===== src/hw/ising_settings.svh =====
/*
 * Problem size and datapath widths of the Ising energy engine.
 * NUM_SPIN must be a multiple of PARALLELISM.
 * ENERGY_BIT must hold NUM_SPIN*NUM_SPIN*2^(BITJ-1) plus the h term.
 */
`ifndef ISING_SETTINGS_SVH
`define ISING_SETTINGS_SVH

// number of spins in one configuration
`define ISING_NUM_SPIN 16

// signed J and h entry width
`define ISING_BITJ 4

// J rows per memory word
`define ISING_PARALLELISM 2

// signed energy width
`define ISING_ENERGY_BIT 24

`endif


===== src/hw/ising_pkg.sv =====
/*
 * Types of the Ising problem: spins, couplings, biases and energies.
 * Sizes come from the settings header.
 * A set spin bit means +1, a clear bit means -1.
 */
`include "ising_settings.svh"

package ising_pkg;

    localparam int NUM_SPIN    = `ISING_NUM_SPIN;
    localparam int BITJ        = `ISING_BITJ;
    localparam int PARALLELISM = `ISING_PARALLELISM;
    localparam int ENERGY_BIT  = `ISING_ENERGY_BIT;

    // memory words per full matrix
    localparam int J_WORDS    = NUM_SPIN / PARALLELISM;
    localparam int J_ADDR_BIT = (J_WORDS > 1) ? $clog2(J_WORDS) : 1;

    typedef logic [NUM_SPIN-1:0] spin_vec_t;

    typedef logic signed [BITJ-1:0] weight_t;

    // entry j of a row sits at bits [j*BITJ +: BITJ]
    typedef weight_t [NUM_SPIN-1:0] j_row_t;

    // row 0 of the word in the low bits
    typedef j_row_t [PARALLELISM-1:0] j_word_t;

    typedef weight_t [NUM_SPIN-1:0] hbias_vec_t;

    typedef logic signed [ENERGY_BIT-1:0] energy_t;

    typedef logic [J_ADDR_BIT-1:0] j_addr_t;

endpackage


===== src/hw/pipe_pkg.sv =====
/*
 * Payloads passed between the pipeline stages.
 * Each travels with a separate one-cycle valid strobe and
 * there is no back-pressure between stages.
 */
package pipe_pkg;

    import ising_pkg::*;

    // decode to execute, one per memory read
    typedef struct packed {
        spin_vec_t spin;
        j_addr_t   addr;
        logic      last;
    } fetch_cmd_t;

    // execute to result, one per finished configuration
    typedef struct packed {
        energy_t   energy;
        spin_vec_t spin;
    } energy_result_t;

endpackage


===== src/hw/weight_fetch.sv =====
/*
 * Decode stage. Takes one spin vector per handshake and reads all
 * J_WORDS words of J in order, one per cycle.
 * Only one configuration is in flight; ready stays low until the
 * accumulator reports its result or a flush arrives.
 */
`timescale 1ns/1ps

module weight_fetch
    import ising_pkg::*;
    import pipe_pkg::*;
(
    input  logic       clk_i,
    input  logic       reset_i,
    input  logic       flush_i,
    input  logic       spin_valid_i,
    input  spin_vec_t  spin_i,
    output logic       spin_ready_o,
    input  logic       busy_release_i,
    output logic       j_ren_o,
    output j_addr_t    j_raddr_o,
    output logic       cmd_valid_o,
    output fetch_cmd_t cmd_o
);

    logic      busy_q;
    logic      fetching_q;
    j_addr_t   addr_q;
    spin_vec_t spin_q;
    logic      last_word;
    logic      spin_hs;

    // ready comes back together with the result strobe
    assign spin_ready_o = ~busy_q | busy_release_i;
    assign spin_hs      = spin_valid_i & spin_ready_o;
    assign last_word    = (addr_q == j_addr_t'(J_WORDS - 1));

    always_ff @(posedge clk_i) begin
        if (reset_i || flush_i) begin
            busy_q     <= 1'b0;
            fetching_q <= 1'b0;
            addr_q     <= '0;
        end else if (spin_hs) begin
            busy_q     <= 1'b1;
            fetching_q <= 1'b1;
            addr_q     <= '0;
        end else begin
            if (busy_release_i) begin
                busy_q <= 1'b0;
            end
            if (fetching_q) begin
                addr_q <= last_word ? '0 : addr_q + 1'b1;
                if (last_word) begin
                    fetching_q <= 1'b0;
                end
            end
        end
    end

    // payload, held for the whole computation
    always_ff @(posedge clk_i) begin
        if (spin_hs) begin
            spin_q <= spin_i;
        end
    end

    assign j_ren_o   = fetching_q;
    assign j_raddr_o = addr_q;

    assign cmd_valid_o = fetching_q;
    assign cmd_o.spin  = spin_q;
    assign cmd_o.addr  = addr_q;
    assign cmd_o.last  = last_word;

endmodule


===== config.mk =====
export PLATFORM = sky130hd
export DESIGN_NAME = weight_fetch
export DESIGN_NICKNAME = d
export VERILOG_FILES = /design/src/hw/ising_pkg.sv /design/src/hw/pipe_pkg.sv /design/src/hw/weight_fetch.sv
export VERILOG_INCLUDE_DIRS = /design/src /design/src/hw
export SDC_FILE = /design/constraint.sdc
export NUM_CORES = 1
export LEC_CHECK = 0
export BUFFER_PORTS_ARGS = -buffer_cell sky130_fd_sc_hd__clkbuf_2
export CORE_MARGIN = 2
export CORE_UTILIZATION = 40
export DETAILED_ROUTE_END_ITERATION = 8
export PLACE_DENSITY = 0.76
export SYNTH_ARGS = -nofsm -noshare
export SYNTH_HDL_FRONTEND = slang
export SYNTH_SLANG_ARGS = --single-unit

===== constraint.sdc =====
create_clock -name clk_i -period 1.63 [get_ports clk_i]
set_input_delay 0.0815 -clock clk_i [delete_from_list [all_inputs] [get_ports clk_i]]
set_output_delay 0.0815 -clock clk_i [all_outputs]
set_load 0.05 [all_outputs]

==> impl_metrics.tcl <==
set metrics [dict create \
    status "finished, final reports clean" \
    ff2ff_setup_slack_ps 460 \
    grt_pass1_vias 563 \
    num_antenna_cells 0 \
    cts_resized 0 \
    num_vias 570 \
    postRouteAntennaNets 0 \
    grt_pass1_wl_microns 2440 \
    core_area_sq_mm 0.00175 \
    antenna_found_initial 0 \
    p_comb_frac 0.190 \
    relSlewSlack 0.810 \
    end_kind "output pin" \
    drive_gt1_frac 0.491 \
    async_flop_share 0 \
    clock_sinks 21 \
    syn_area_sq_um 753 \
    syn-instance-count 44 \
    yosysMostFrequentCell "edfxtp_1" \
    num_io_pins 47 \
    worst_clock_skew_ps 2.29 \
    start_util 0.432 \
    grt_util_all_layers 0.166 \
    p_sw_w 0.000295 \
    crit_type "reg2out" \
    post_cts_buffers 0 \
    clockBufferDepth 2 \
    dr.first_iter.drc_count 1 \
    cts_buffers 3 \
    rsz0062_at_grt "false" \
    dieArea_sq_mm 0.00225 \
    grt_max_degree 17 \
    area_growth_pct 58.3 \
    max_cap_violations 0 \
    hpwl_microns 972 \
    fin_crit_ps 1480 \
    power.internal_w 0.000767 \
    yosysWarnings 0 \
    die_height_microns 47.4 \
    syn-mean-instance-area_sq_um 17.1 \
    ir_drop_v 0.000456 \
    synthTopCellsByArea "edfxtp_1 64%, dfxtp_1 13%, buf_4 5.0%, ha_1 3.3%, mux2i_1 2.7%" \
    cts-root-buf "clkbuf_4" \
    synthDistinctLibCells 17 \
    place.gp.congestion 0.648 \
    synth_top_area_share 0.638 \
    die_x_microns 47.4 \
    hp-class "in2reg" \
    hold_buffers 18 \
    power.density_mw_per_mm2 891 \
    synth-seq-cells 21 \
    drc_errors 0 \
    yosysSeqAreaShare 0.771 \
    clk_pin_slew_ps 120 \
    pwr-share-seq 0.580 \
    p_total_w 0.00106 \
    crit_fanout 5 \
    drt_first_pass_iters 3 \
    cts-htree-levels 1 \
    setup_viol 0 \
    final.setup.tns_ps 0 \
    synth_ff_type "edfxtp_1" \
    port_buffers 46 \
    max_freq_ghz 0.678 \
    synth.top_cells.by_count "16 x edfxtp_1, 5 x buf_4, 5 x dfxtp_1" \
    cp_data_required_time_ps 1550 \
    insertion_delay_ps 300 \
    final_net_count 132 \
    total_leakage_power_nw 0.544 \
    swShare 0.278 \
    rows 15 \
    tightest_slew_ps 286 \
    via_per_inst 4.29 \
    syn_nets 67 \
    wl_per_cell_microns 13.2 \
    period_share 0.905 \
    grt-ovfl-total 0 \
    clock_power_share 0.230 \
    worstPathArrival_ps 1390 \
    synth_edf_count 16 \
    critPathLaunchType "flop" \
    routed_wl_microns 1760 \
    drv_slew 0 \
    hold_violations 0 \
    cts_tree "yes" \
    yosysTopAreaCell "edfxtp_1" \
]
power by group through the flow:
stage / sequential, W / clock [W] / combinational, W
final: 0.000616 / 0.000244 / 0.000202
after global routing: 0.000619 / 0.000273 / 0.000214
after CTS: 0.000614 / 0.000246 / 0.000200
after detailed placement: 0.000626 / 0 / 0.000166
after global placement: 0.000626 / 0 / 0.000164
after floorplan: 0.000714 / 0 / 0.0000275
critical path, stage by stage (launching register included):
cell and delay, ps:
dfxtp_1 420, ha_1 190, ha_1 200, clkbuf_2 290
cell type report:
| class | instances | area (sq um) |
|---|---|---|
| flip-flops and latches | 21 | 581 |
| multi-input cells | 17 | 131 |
| clock inverters | 1 | 5.00 |
| well taps | 25 | 31.3 |
| repair buffers | 65 | 418 |
| fillers | 131 | 553 |
| inverters | 1 | 3.75 |
| clock buffers | 3 | 22.5 |
cells by family (layout without fill, tap and decap cells):
logic type	after synthesis	after routing	synth area share
AO/OA/AOI/OAI	4	4	0.0399
AND/OR/NAND/NOR	9	9	0.0748
flip-flops	21	21	0.771
adder cells (fa/ha/maj)	2	2	0.0332
multiplexers	2	2	0.0266
buffers and inverters	6	70	0.0548
per-layer routing:
layer | share of wire | vias to the layer above | track usage
met5 | 0 | - | 0
li1 | - | 283 | -
met2 | 0.52 | 37 | 0.327
met1 | 0.37 | 250 | 0.170
met4 | 0 | 0 | 0.0500
met3 | 0.11 | 0 | 0.0346
layout by cell type, fill, tap and decap left out:
cell type / count
nor3_1: 1
nand2b_1: 1
nor2b_1: 1
inv_1: 1
dfxtp_1: 5
a21oi_2: 1
clkinv_2: 1
and2_1: 1
nand3b_1: 1
a211oi_1: 1
edfxtp_1: 16
mux2i_1: 2
nand2b_4: 1
a21oi_1: 1
ha_1: 2
nor2_1: 3
dlygate4sd3_1: 18
clkbuf_4: 3
buf_4: 1
a211o_1: 1
clkbuf_2: 46
metrics by stage:
stage,hold slack (ps),instances,setup slack [ps],area (sq um),util
finish,28.6,133,155,1190,0.683
detailed placement,261,111,477,985,0.564
global route,34.5,133,54.4,1190,0.683
global placement,259,111,538,985,0.564
CTS,30.4,133,137,1190,0.683
floorplan,154,44,212,753,-
flip-flops by register name, indices dropped and copies added, names as in the netlist:
signal,cells
spin_q,16
j_raddr_o,3
busy_q,1
cmd_valid_o,1
final timing paths:
path,startpoint,endpoint,cells past startpoint
max,j_raddr_o[0]$_SDFFE_PP0P_,cmd_o[0],3
min,spin_valid_i,busy_q$_SDFFE_PP0P_,3
max reg2reg,j_raddr_o[0]$_SDFFE_PP0P_,j_raddr_o[1]$_SDFFE_PP0P_,4
min reg2reg,busy_q$_SDFFE_PP0P_,busy_q$_SDFFE_PP0P_,2
No activity file was read; power rests on OpenSTA's default activity.
