**config.mk**
```make
export PLATFORM = sky130hd
export DESIGN_NAME = best_spin_tracker
export DESIGN_NICKNAME = d
export VERILOG_FILES = /design/src/hw/ising_pkg.sv /design/src/hw/pipe_pkg.sv /design/src/hw/best_spin_tracker.sv
export VERILOG_INCLUDE_DIRS = /design/src /design/src/hw
export SDC_FILE = /design/constraint.sdc
export NUM_CORES = 1
export LEC_CHECK = 0
export BUFFER_PORTS_ARGS = -buffer_cell sky130_fd_sc_hd__buf_2
export CAP_MARGIN = 20
export CORE_MARGIN = 1.5
export CORE_UTILIZATION = 35
export CTS_CLUSTER_DIAMETER = 150
export DETAILED_ROUTE_END_ITERATION = 10
export GPL_TIMING_DRIVEN = 0
export MAX_ROUTING_LAYER = met4
export PLACE_DENSITY = 0.59
export SETUP_SLACK_MARGIN = 0.15
export SLEW_MARGIN = 20
export SYNTH_ARGS = -nofsm -noshare
export SYNTH_HDL_FRONTEND = slang
export SYNTH_SLANG_ARGS = --single-unit
```
**constraint.sdc**
```tcl
create_clock -name clk_i -period 14.3 [get_ports clk_i]
set_clock_uncertainty 0.15 [all_clocks]
set_input_delay 2.145 -clock clk_i [delete_from_list [all_inputs] [get_ports clk_i]]
set_output_delay 2.145 -clock clk_i [all_outputs]
set_load 0.05 [all_outputs]
```
**src/hw/ising_settings.svh**
```systemverilog
/*
 * Problem size and datapath widths of the Ising energy engine.
 * NUM_SPIN must be a multiple of PARALLELISM.
 * ENERGY_BIT must hold NUM_SPIN*NUM_SPIN*2^(BITJ-1) plus the h term.
 */
`ifndef ISING_SETTINGS_SVH
`define ISING_SETTINGS_SVH

// number of spins in one configuration
`define ISING_NUM_SPIN 16

// signed J and h entry width
`define ISING_BITJ 4

// J rows per memory word
`define ISING_PARALLELISM 2

// signed energy width
`define ISING_ENERGY_BIT 24

`endif

```
**src/hw/ising_pkg.sv**
```systemverilog
/*
 * Types of the Ising problem: spins, couplings, biases and energies.
 * Sizes come from the settings header.
 * A set spin bit means +1, a clear bit means -1.
 */
`include "ising_settings.svh"

package ising_pkg;

    localparam int NUM_SPIN    = `ISING_NUM_SPIN;
    localparam int BITJ        = `ISING_BITJ;
    localparam int PARALLELISM = `ISING_PARALLELISM;
    localparam int ENERGY_BIT  = `ISING_ENERGY_BIT;

    // memory words per full matrix
    localparam int J_WORDS    = NUM_SPIN / PARALLELISM;
    localparam int J_ADDR_BIT = (J_WORDS > 1) ? $clog2(J_WORDS) : 1;

    typedef logic [NUM_SPIN-1:0] spin_vec_t;

    typedef logic signed [BITJ-1:0] weight_t;

    // entry j of a row sits at bits [j*BITJ +: BITJ]
    typedef weight_t [NUM_SPIN-1:0] j_row_t;

    // row 0 of the word in the low bits
    typedef j_row_t [PARALLELISM-1:0] j_word_t;

    typedef weight_t [NUM_SPIN-1:0] hbias_vec_t;

    typedef logic signed [ENERGY_BIT-1:0] energy_t;

    typedef logic [J_ADDR_BIT-1:0] j_addr_t;

endpackage

```
**src/hw/pipe_pkg.sv**
```systemverilog
/*
 * Payloads passed between the pipeline stages.
 * Each travels with a separate one-cycle valid strobe and
 * there is no back-pressure between stages.
 */
package pipe_pkg;

    import ising_pkg::*;

    // decode to execute, one per memory read
    typedef struct packed {
        spin_vec_t spin;
        j_addr_t   addr;
        logic      last;
    } fetch_cmd_t;

    // execute to result, one per finished configuration
    typedef struct packed {
        energy_t   energy;
        spin_vec_t spin;
    } energy_result_t;

endpackage

```
**src/hw/best_spin_tracker.sv**
```systemverilog
/*
 * Result stage. Keeps the lowest energy seen and its spin vector.
 * With en_comparison_i low every result overwrites the store.
 * Ties keep the older entry. flush_i empties the store.
 */
`timescale 1ns/1ps

module best_spin_tracker
    import ising_pkg::*;
    import pipe_pkg::*;
(
    input  logic           clk_i,
    input  logic           reset_i,
    input  logic           flush_i,
    input  logic           en_comparison_i,
    input  logic           result_valid_i,
    input  energy_result_t result_i,
    output logic           best_update_o,
    output logic           best_valid_o,
    output energy_t        best_energy_o,
    output spin_vec_t      best_spin_o
);

    logic    is_lower;
    logic    take_result;
    energy_t new_energy;

    assign new_energy = result_i.energy;
    assign is_lower   = (new_energy < best_energy_o);

    // empty store or comparison off always accepts
    assign take_result = result_valid_i &
                         (~best_valid_o | is_lower | ~en_comparison_i);

    always_ff @(posedge clk_i) begin
        if (reset_i || flush_i) begin
            best_valid_o  <= 1'b0;
            best_update_o <= 1'b0;
        end else begin
            best_update_o <= take_result;
            if (take_result) begin
                best_valid_o <= 1'b1;
            end
        end
    end

    // stored best, qualified by best_valid_o
    always_ff @(posedge clk_i) begin
        if (take_result && !flush_i) begin
            best_energy_o <= new_energy;
            best_spin_o   <= result_i.spin;
        end
    end

endmodule

```
==> results of run 1 <==
-- worst max-delay path: stages --
cell      delay, ns
buf_2          0.11
ha_1           0.31
a21o_1         0.19
a2111o_1       0.42
a221oi_2       0.20
a221oi_2       0.12
nor3_2         0.45
buf_6          0.22
buf_4          0.20
buf_4          0.21
-- Yosys cell counts (all sizes together) (2+ instances only) --
library cell	number
dfxtp	2
a21o	2
ha	23
nand2	6
o21ai	4
edfxtp	40
a21oi	7
inv	24
nor3	3
nor2	2
nand4	2
nor4	2
nand2b	4
a221oi	3
-- cell type report --
class                   count  area [sq um]  share of cell area
flip-flops and latches     42          1240               0.490
multi-input cells          63           543               0.214
repair buffers             90           464               0.183
inverters                  24          90.1              0.0355
well taps                  70          87.6              0.0346
clock buffers               5          68.8              0.0271
clock inverters             3          40.0              0.0158
-- power breakdown --
group | internal [uW] | total (uW) | switching, uW
Clock | 51.4 | 91.1 | 39.8
Sequential | 141 | 143 | 1.80
Combinational | 14.2 | 45.3 | 31.1
Total | 206 | 279 | 72.7
-- state kept, by name (all words and copies together), names as in the netlist --
register,flops
best_energy_o,24
best_spin_o,16
best_update_o,1
best_valid_o,1
-- kinds of logic after synthesis --
logic type                 synth area share
AOI/OAI and AO/OA                    0.0689
DFF                                   0.664
buffers and inverters                0.0482
and+or+nand+nor                      0.0649
adders and majority gates             0.154
-- placed cells by master (no fill, tap or decap), drive strengths merged --
master / instances
a2111o: 1
a2111oi: 1
a21o: 2
a21oi: 7
a221oi: 3
and3: 1
buf: 90
bufinv: 1
clkbuf: 5
clkinv: 2
dfxtp: 2
edfxtp: 40
ha: 23
inv: 24
nand2: 6
nand2b: 4
nand3: 1
nand4: 2
nand4b: 1
nor2: 2
nor3: 3
nor4: 2
o21ai: 4
-- path summary, 6_finish.rpt --
kind | slack [ns] | endpoint | start | cells after the start
max | 9.58 | best_spin_o[0] | result_i[37] | 10
min | 0.36 | best_valid_o | best_valid_o | 2
max reg2reg | 11.16 | best_spin_o[0] | best_energy_o[21] | 10
min reg2reg | 0.36 | best_valid_o | best_valid_o | 2
-- per-stage QoR --
step,hold slack (ns),std cells,util,instance area [sq um]
floorplan,0.561,129,-,1870
global placement,0.347,285,0.464,2390
detailed placement,0.350,289,0.472,2430
CTS,0.363,297,0.493,2530
global route,0.399,297,0.493,2530
finish,0.358,297,0.493,2530
-- routing by layer --
metal  vias to the layer above  global-route usage
li1                        662                   -
met1                       590               0.179
met2                        67               0.205
met3                         2              0.0371
met4                         0              0.0333
met5                         -                   -
==> results.ini, run 1 <==
[cts]
worstSkewPairLatency_ns=0.29
ctsResizeCount=0
ctsHoldBuffers=0
cts.clk_slew.worst_paths_ns=0.08
cts_htree_levels=2
numCtsBuffers=5
cts.sinks=42
clockRootBuffer=clkbuf_8
clock_path_buffers=2
cts_tree=yes
post_cts_buffers=0

[sta]
finalSetupTns_ns=0
slew_headroom=0.675
hold_viol=0
period_share=0.330
rsz0062_at_grt=false
slew_viol_final=0
setup_slack_ns=9.58
setup_violations=0
worst_slew_pin_slew_ns=0.485
fmax_ghz=0.212
post-route-min-period_ns=4.72

[route]
routed_wirelength_mm=3.53
drt-met1-wl_mm=1.76
wl_met2_mm=1.52
dr.first_iter.drc_count=34
drc_errors=0
met3_length_um=247
antenna_left=0
avgViaCountPerCell=4.45
highest_layer=met4
wire_per_inst_um=11.9
vias=1321
dr.pass1.iters=4

[global_routing]
antenna_found_initial=0
grt_pass1_wl_mm=6.02
grt_max_degree=14
grt_pass1_vias=1323
track_usage=0.134
overflow=0

[critical_path]
worst-setup-path-type=in2reg
cp.required_ns=14.14
cp-start-kind=primary input
crit_fanout=11
cp-end-kind=flop
cp_data_arrival_time_ns=4.56

[synthesis]
synth_area_leaders=edfxtp_1 64%, ha_1 15%, inv_1 4.8%
synth-edff-count=40
synth-main-ff-cell=edfxtp_1
ys_ff_latch=42
syn_avg_cell_area_sq_um=14.5
yosysTopAreaCellShare=0.643
ys_warn_count=0
synthArstFlopShare=0
yosys.area.top_type=edfxtp_1
synth_nets=197
synth.yosys.seq_area_share=0.664
mappedNetlistArea_sq_mm=0.00187
yosysUniqueCellTypes=21
synth_cells=129

[power]
totalPowerFinal_uw=279
power_leakage_uw=0.00121
p_per_area_mw_per_mm2=110
ir_worst_vdd_uv=40.2

[place]
dp_worst_setup_slack_ns=9.25
routabilityCongestion=0.675
hpwl_mm=2.85
portBuffers=86

[floorplanning]
core-area_sq_mm=0.00514
num_io_pins=87
rows=26
die_h_um=76.1
die_x_um=76.1
die_area_sq_mm=0.00579
start_util=0.364

[finish]
area_growth_pct=35.6
drive_gt1_frac=0.449
layout.nets=294
fill_cells=489
antenna_cells=0

[outcome]
status=complete, no violations

[run]
cap_violations=0

[worst_hold_path]
hold_class=reg2reg

Power figures use the tool's default switching activity.
==> inputs of run 2 (changes only) <==
--- a/config.mk
+++ b/config.mk
@@ -14,7 +14,7 @@
 export DETAILED_ROUTE_END_ITERATION = 10
 export GPL_TIMING_DRIVEN = 0
 export MAX_ROUTING_LAYER = met4
-export PLACE_DENSITY = 0.59
+export PLACE_DENSITY = 0.61
 export SETUP_SLACK_MARGIN = 0.15
 export SLEW_MARGIN = 20
 export SYNTH_ARGS = -nofsm -noshare
==> constraint.sdc (replaced) <==
create_clock -name clk_i -period 4.1 [get_ports clk_i]
set_clock_uncertainty 0.15 [all_clocks]
set_input_delay 0.615 -clock clk_i [delete_from_list [all_inputs] [get_ports clk_i]]
set_output_delay 0.615 -clock clk_i [all_outputs]
set_load 0.05 [all_outputs]
==> results.ini, run 2 (same netlist as run 1, synthesis figures left out) <==
[critical_path]
timing.rr.end=best_spin_o[0]
cp.required_ns=3.94  ; -10.20 ns
regToRegStartpoint=best_energy_o[21]
worst-setup-path-type=in2reg
cp-start-kind=primary input
cp_data_arrival_time_ns=2.73  ; -1.83 ns
rr_worst_depth=8  ; -2
cp-end-kind=flop
r2r_slack_ns=1.26  ; -9.90 ns
crit_fanout=16  ; +5

[finish]
drive_gt1_frac=0.440  ; -0.00934
reg.largest.list=best_energy_o (24), best_spin_o (16)
regMostFlops=best_energy_o
antenna_cells=0  ; unchanged
layout_commonest_cell=buf_2
final_cell_mix=86 x buf_2, 40 x edfxtp_1, 24 x inv_1
layout.nets=292  ; -0.68%
area_growth_pct=34.5
largest_reg_flops=24  ; unchanged

[sta]
hold_viol=0  ; unchanged
period_share=0.703
slew_headroom=0.628  ; -0.0471
worst_slew_pin_slew_ns=0.557  ; +0.0716 ns
rsz0062_at_grt=false
slew_viol_final=0  ; unchanged
fmax_ghz=0.347
finalSetupTns_ns=0  ; unchanged
post-route-min-period_ns=2.88
setup_violations=0  ; unchanged

[cts]
numCtsBuffers=5  ; unchanged
cts_htree_levels=2  ; unchanged
worstSkewPairLatency_ns=0.29  ; about the same
cts_tree=yes
ctsResizeCount=0  ; unchanged
clock_path_buffers=2  ; unchanged
clockRootBuffer=clkbuf_8
post_cts_buffers=0  ; unchanged
cts.clk_slew.worst_paths_ns=0.08  ; about the same
cts.sinks=42  ; unchanged
ctsHoldBuffers=0  ; unchanged

[power]
totalPowerFinal_uw=911  ; +230%
power_leakage_uw=0.00118  ; -2.2%
p_per_area_mw_per_mm2=363  ; +230%
ir_worst_vdd_uv=155  ; +290%

[route]
vias=1307  ; -1.1%
dr.pass1.iters=4  ; unchanged
wire_per_inst_um=12.0  ; +0.96%
routed_wirelength_mm=3.54  ; +0.28%
antenna_left=0  ; unchanged
dr.first_iter.drc_count=50  ; +47%
avgViaCountPerCell=4.43  ; -0.39%
drc_errors=0  ; unchanged

[floorplanning]
die_x_um=76.1  ; unchanged
start_util=0.364  ; unchanged
die_area_sq_mm=0.00579  ; unchanged
core-area_sq_mm=0.00514  ; unchanged
rows=26  ; unchanged
num_io_pins=87  ; unchanged
die_h_um=76.1  ; unchanged

[worst_hold_path]
hold_class=in2reg
whs_path_depth=2  ; unchanged
min-delay-start=flush_i
holdPathEnd=best_valid_o

[global_routing]
grt_max_degree=18  ; +4
track_usage=0.136  ; +0.00171
antenna_found_initial=0  ; unchanged
grt_pass1_wl_mm=6.07  ; +0.70%
overflow=0  ; unchanged
grt_pass1_vias=1343  ; +1.5%

[run]
cap_violations=0  ; unchanged

[place]
routabilityCongestion=0.716  ; +6.1%
portBuffers=86  ; unchanged
hpwl_mm=2.86  ; +0.22%

[outcome]
status=complete, no violations

==> run 2: critical path: stages <==
cell and delay (ns):
buf_2 0.11, ha_1 0.30, a21o_1 0.18, a2111o_1 0.41
a221oi_2 0.21, a221oi_2 0.13, nor3_4 0.52, buf_8 0.25
==> run 2: per-layer routing <==
layer / up-vias / wire length, um / GRT usage
li1: 662 / - / -
met1: 592 / 1650 / 0.164
met2: 51 / 1640 / 0.215
met3: 2 / 225 / 0.0443
met4: 0 / 25 / 0.0481
met5: - / 0 / -
==> run 2: cell type report <==
class | instances | area, sq um
Sequential cell | 42 | 1240
Tap cell | 70 | 87.6
Inverter | 24 | 90.1
Clock inverter | 3 | 16.3
Fill cell | 509 | 2630
Clock buffer | 5 | 68.8
Multi-Input combinational cell | 63 | 549
Timing Repair Buffer | 88 | 460
==> run 2: worst max path at each step <==
stage                       from                end  slack (ns)  depth (start not counted)
2_1_floorplan  best_energy_o[21]   best_energy_o[0]        0.61                          7
3_3_place_gp        result_i[37]     best_spin_o[7]        0.08                          7
3_5_place_dp        result_i[37]  best_energy_o[12]        0.87                          8
4_1_cts             result_i[37]     best_spin_o[4]        1.18                          8
5_1_grt        best_energy_o[21]     best_spin_o[4]        1.08                          8
6_report            result_i[37]     best_spin_o[0]        1.22                          8
==> run 2: through the flow <==
| stage | hold slack [ns] | worst slack (ns) | instance area, sq um | instances | util |
|---|---|---|---|---|---|
| 6_report | 0.343 | 1.22 | 2510 | 295 | 0.489 |
| 3_3_place_gp | 0.371 | 0.0795 | 2400 | 285 | 0.467 |
| 3_5_place_dp | 0.370 | 0.870 | 2430 | 287 | 0.472 |
| 4_1_cts | 0.329 | 1.18 | 2510 | 295 | 0.489 |
| 2_1_floorplan | 0.536 | 0.609 | 1880 | 129 | - |
| 5_1_grt | 0.327 | 1.08 | 2510 | 295 | 0.489 |
==> run 2: power by group <==
part / switching, uW / internal, uW / total (uW)
clock network: 139 / 117 / 256
logic: 108 / 49.3 / 158
registers: 6.47 / 491 / 498
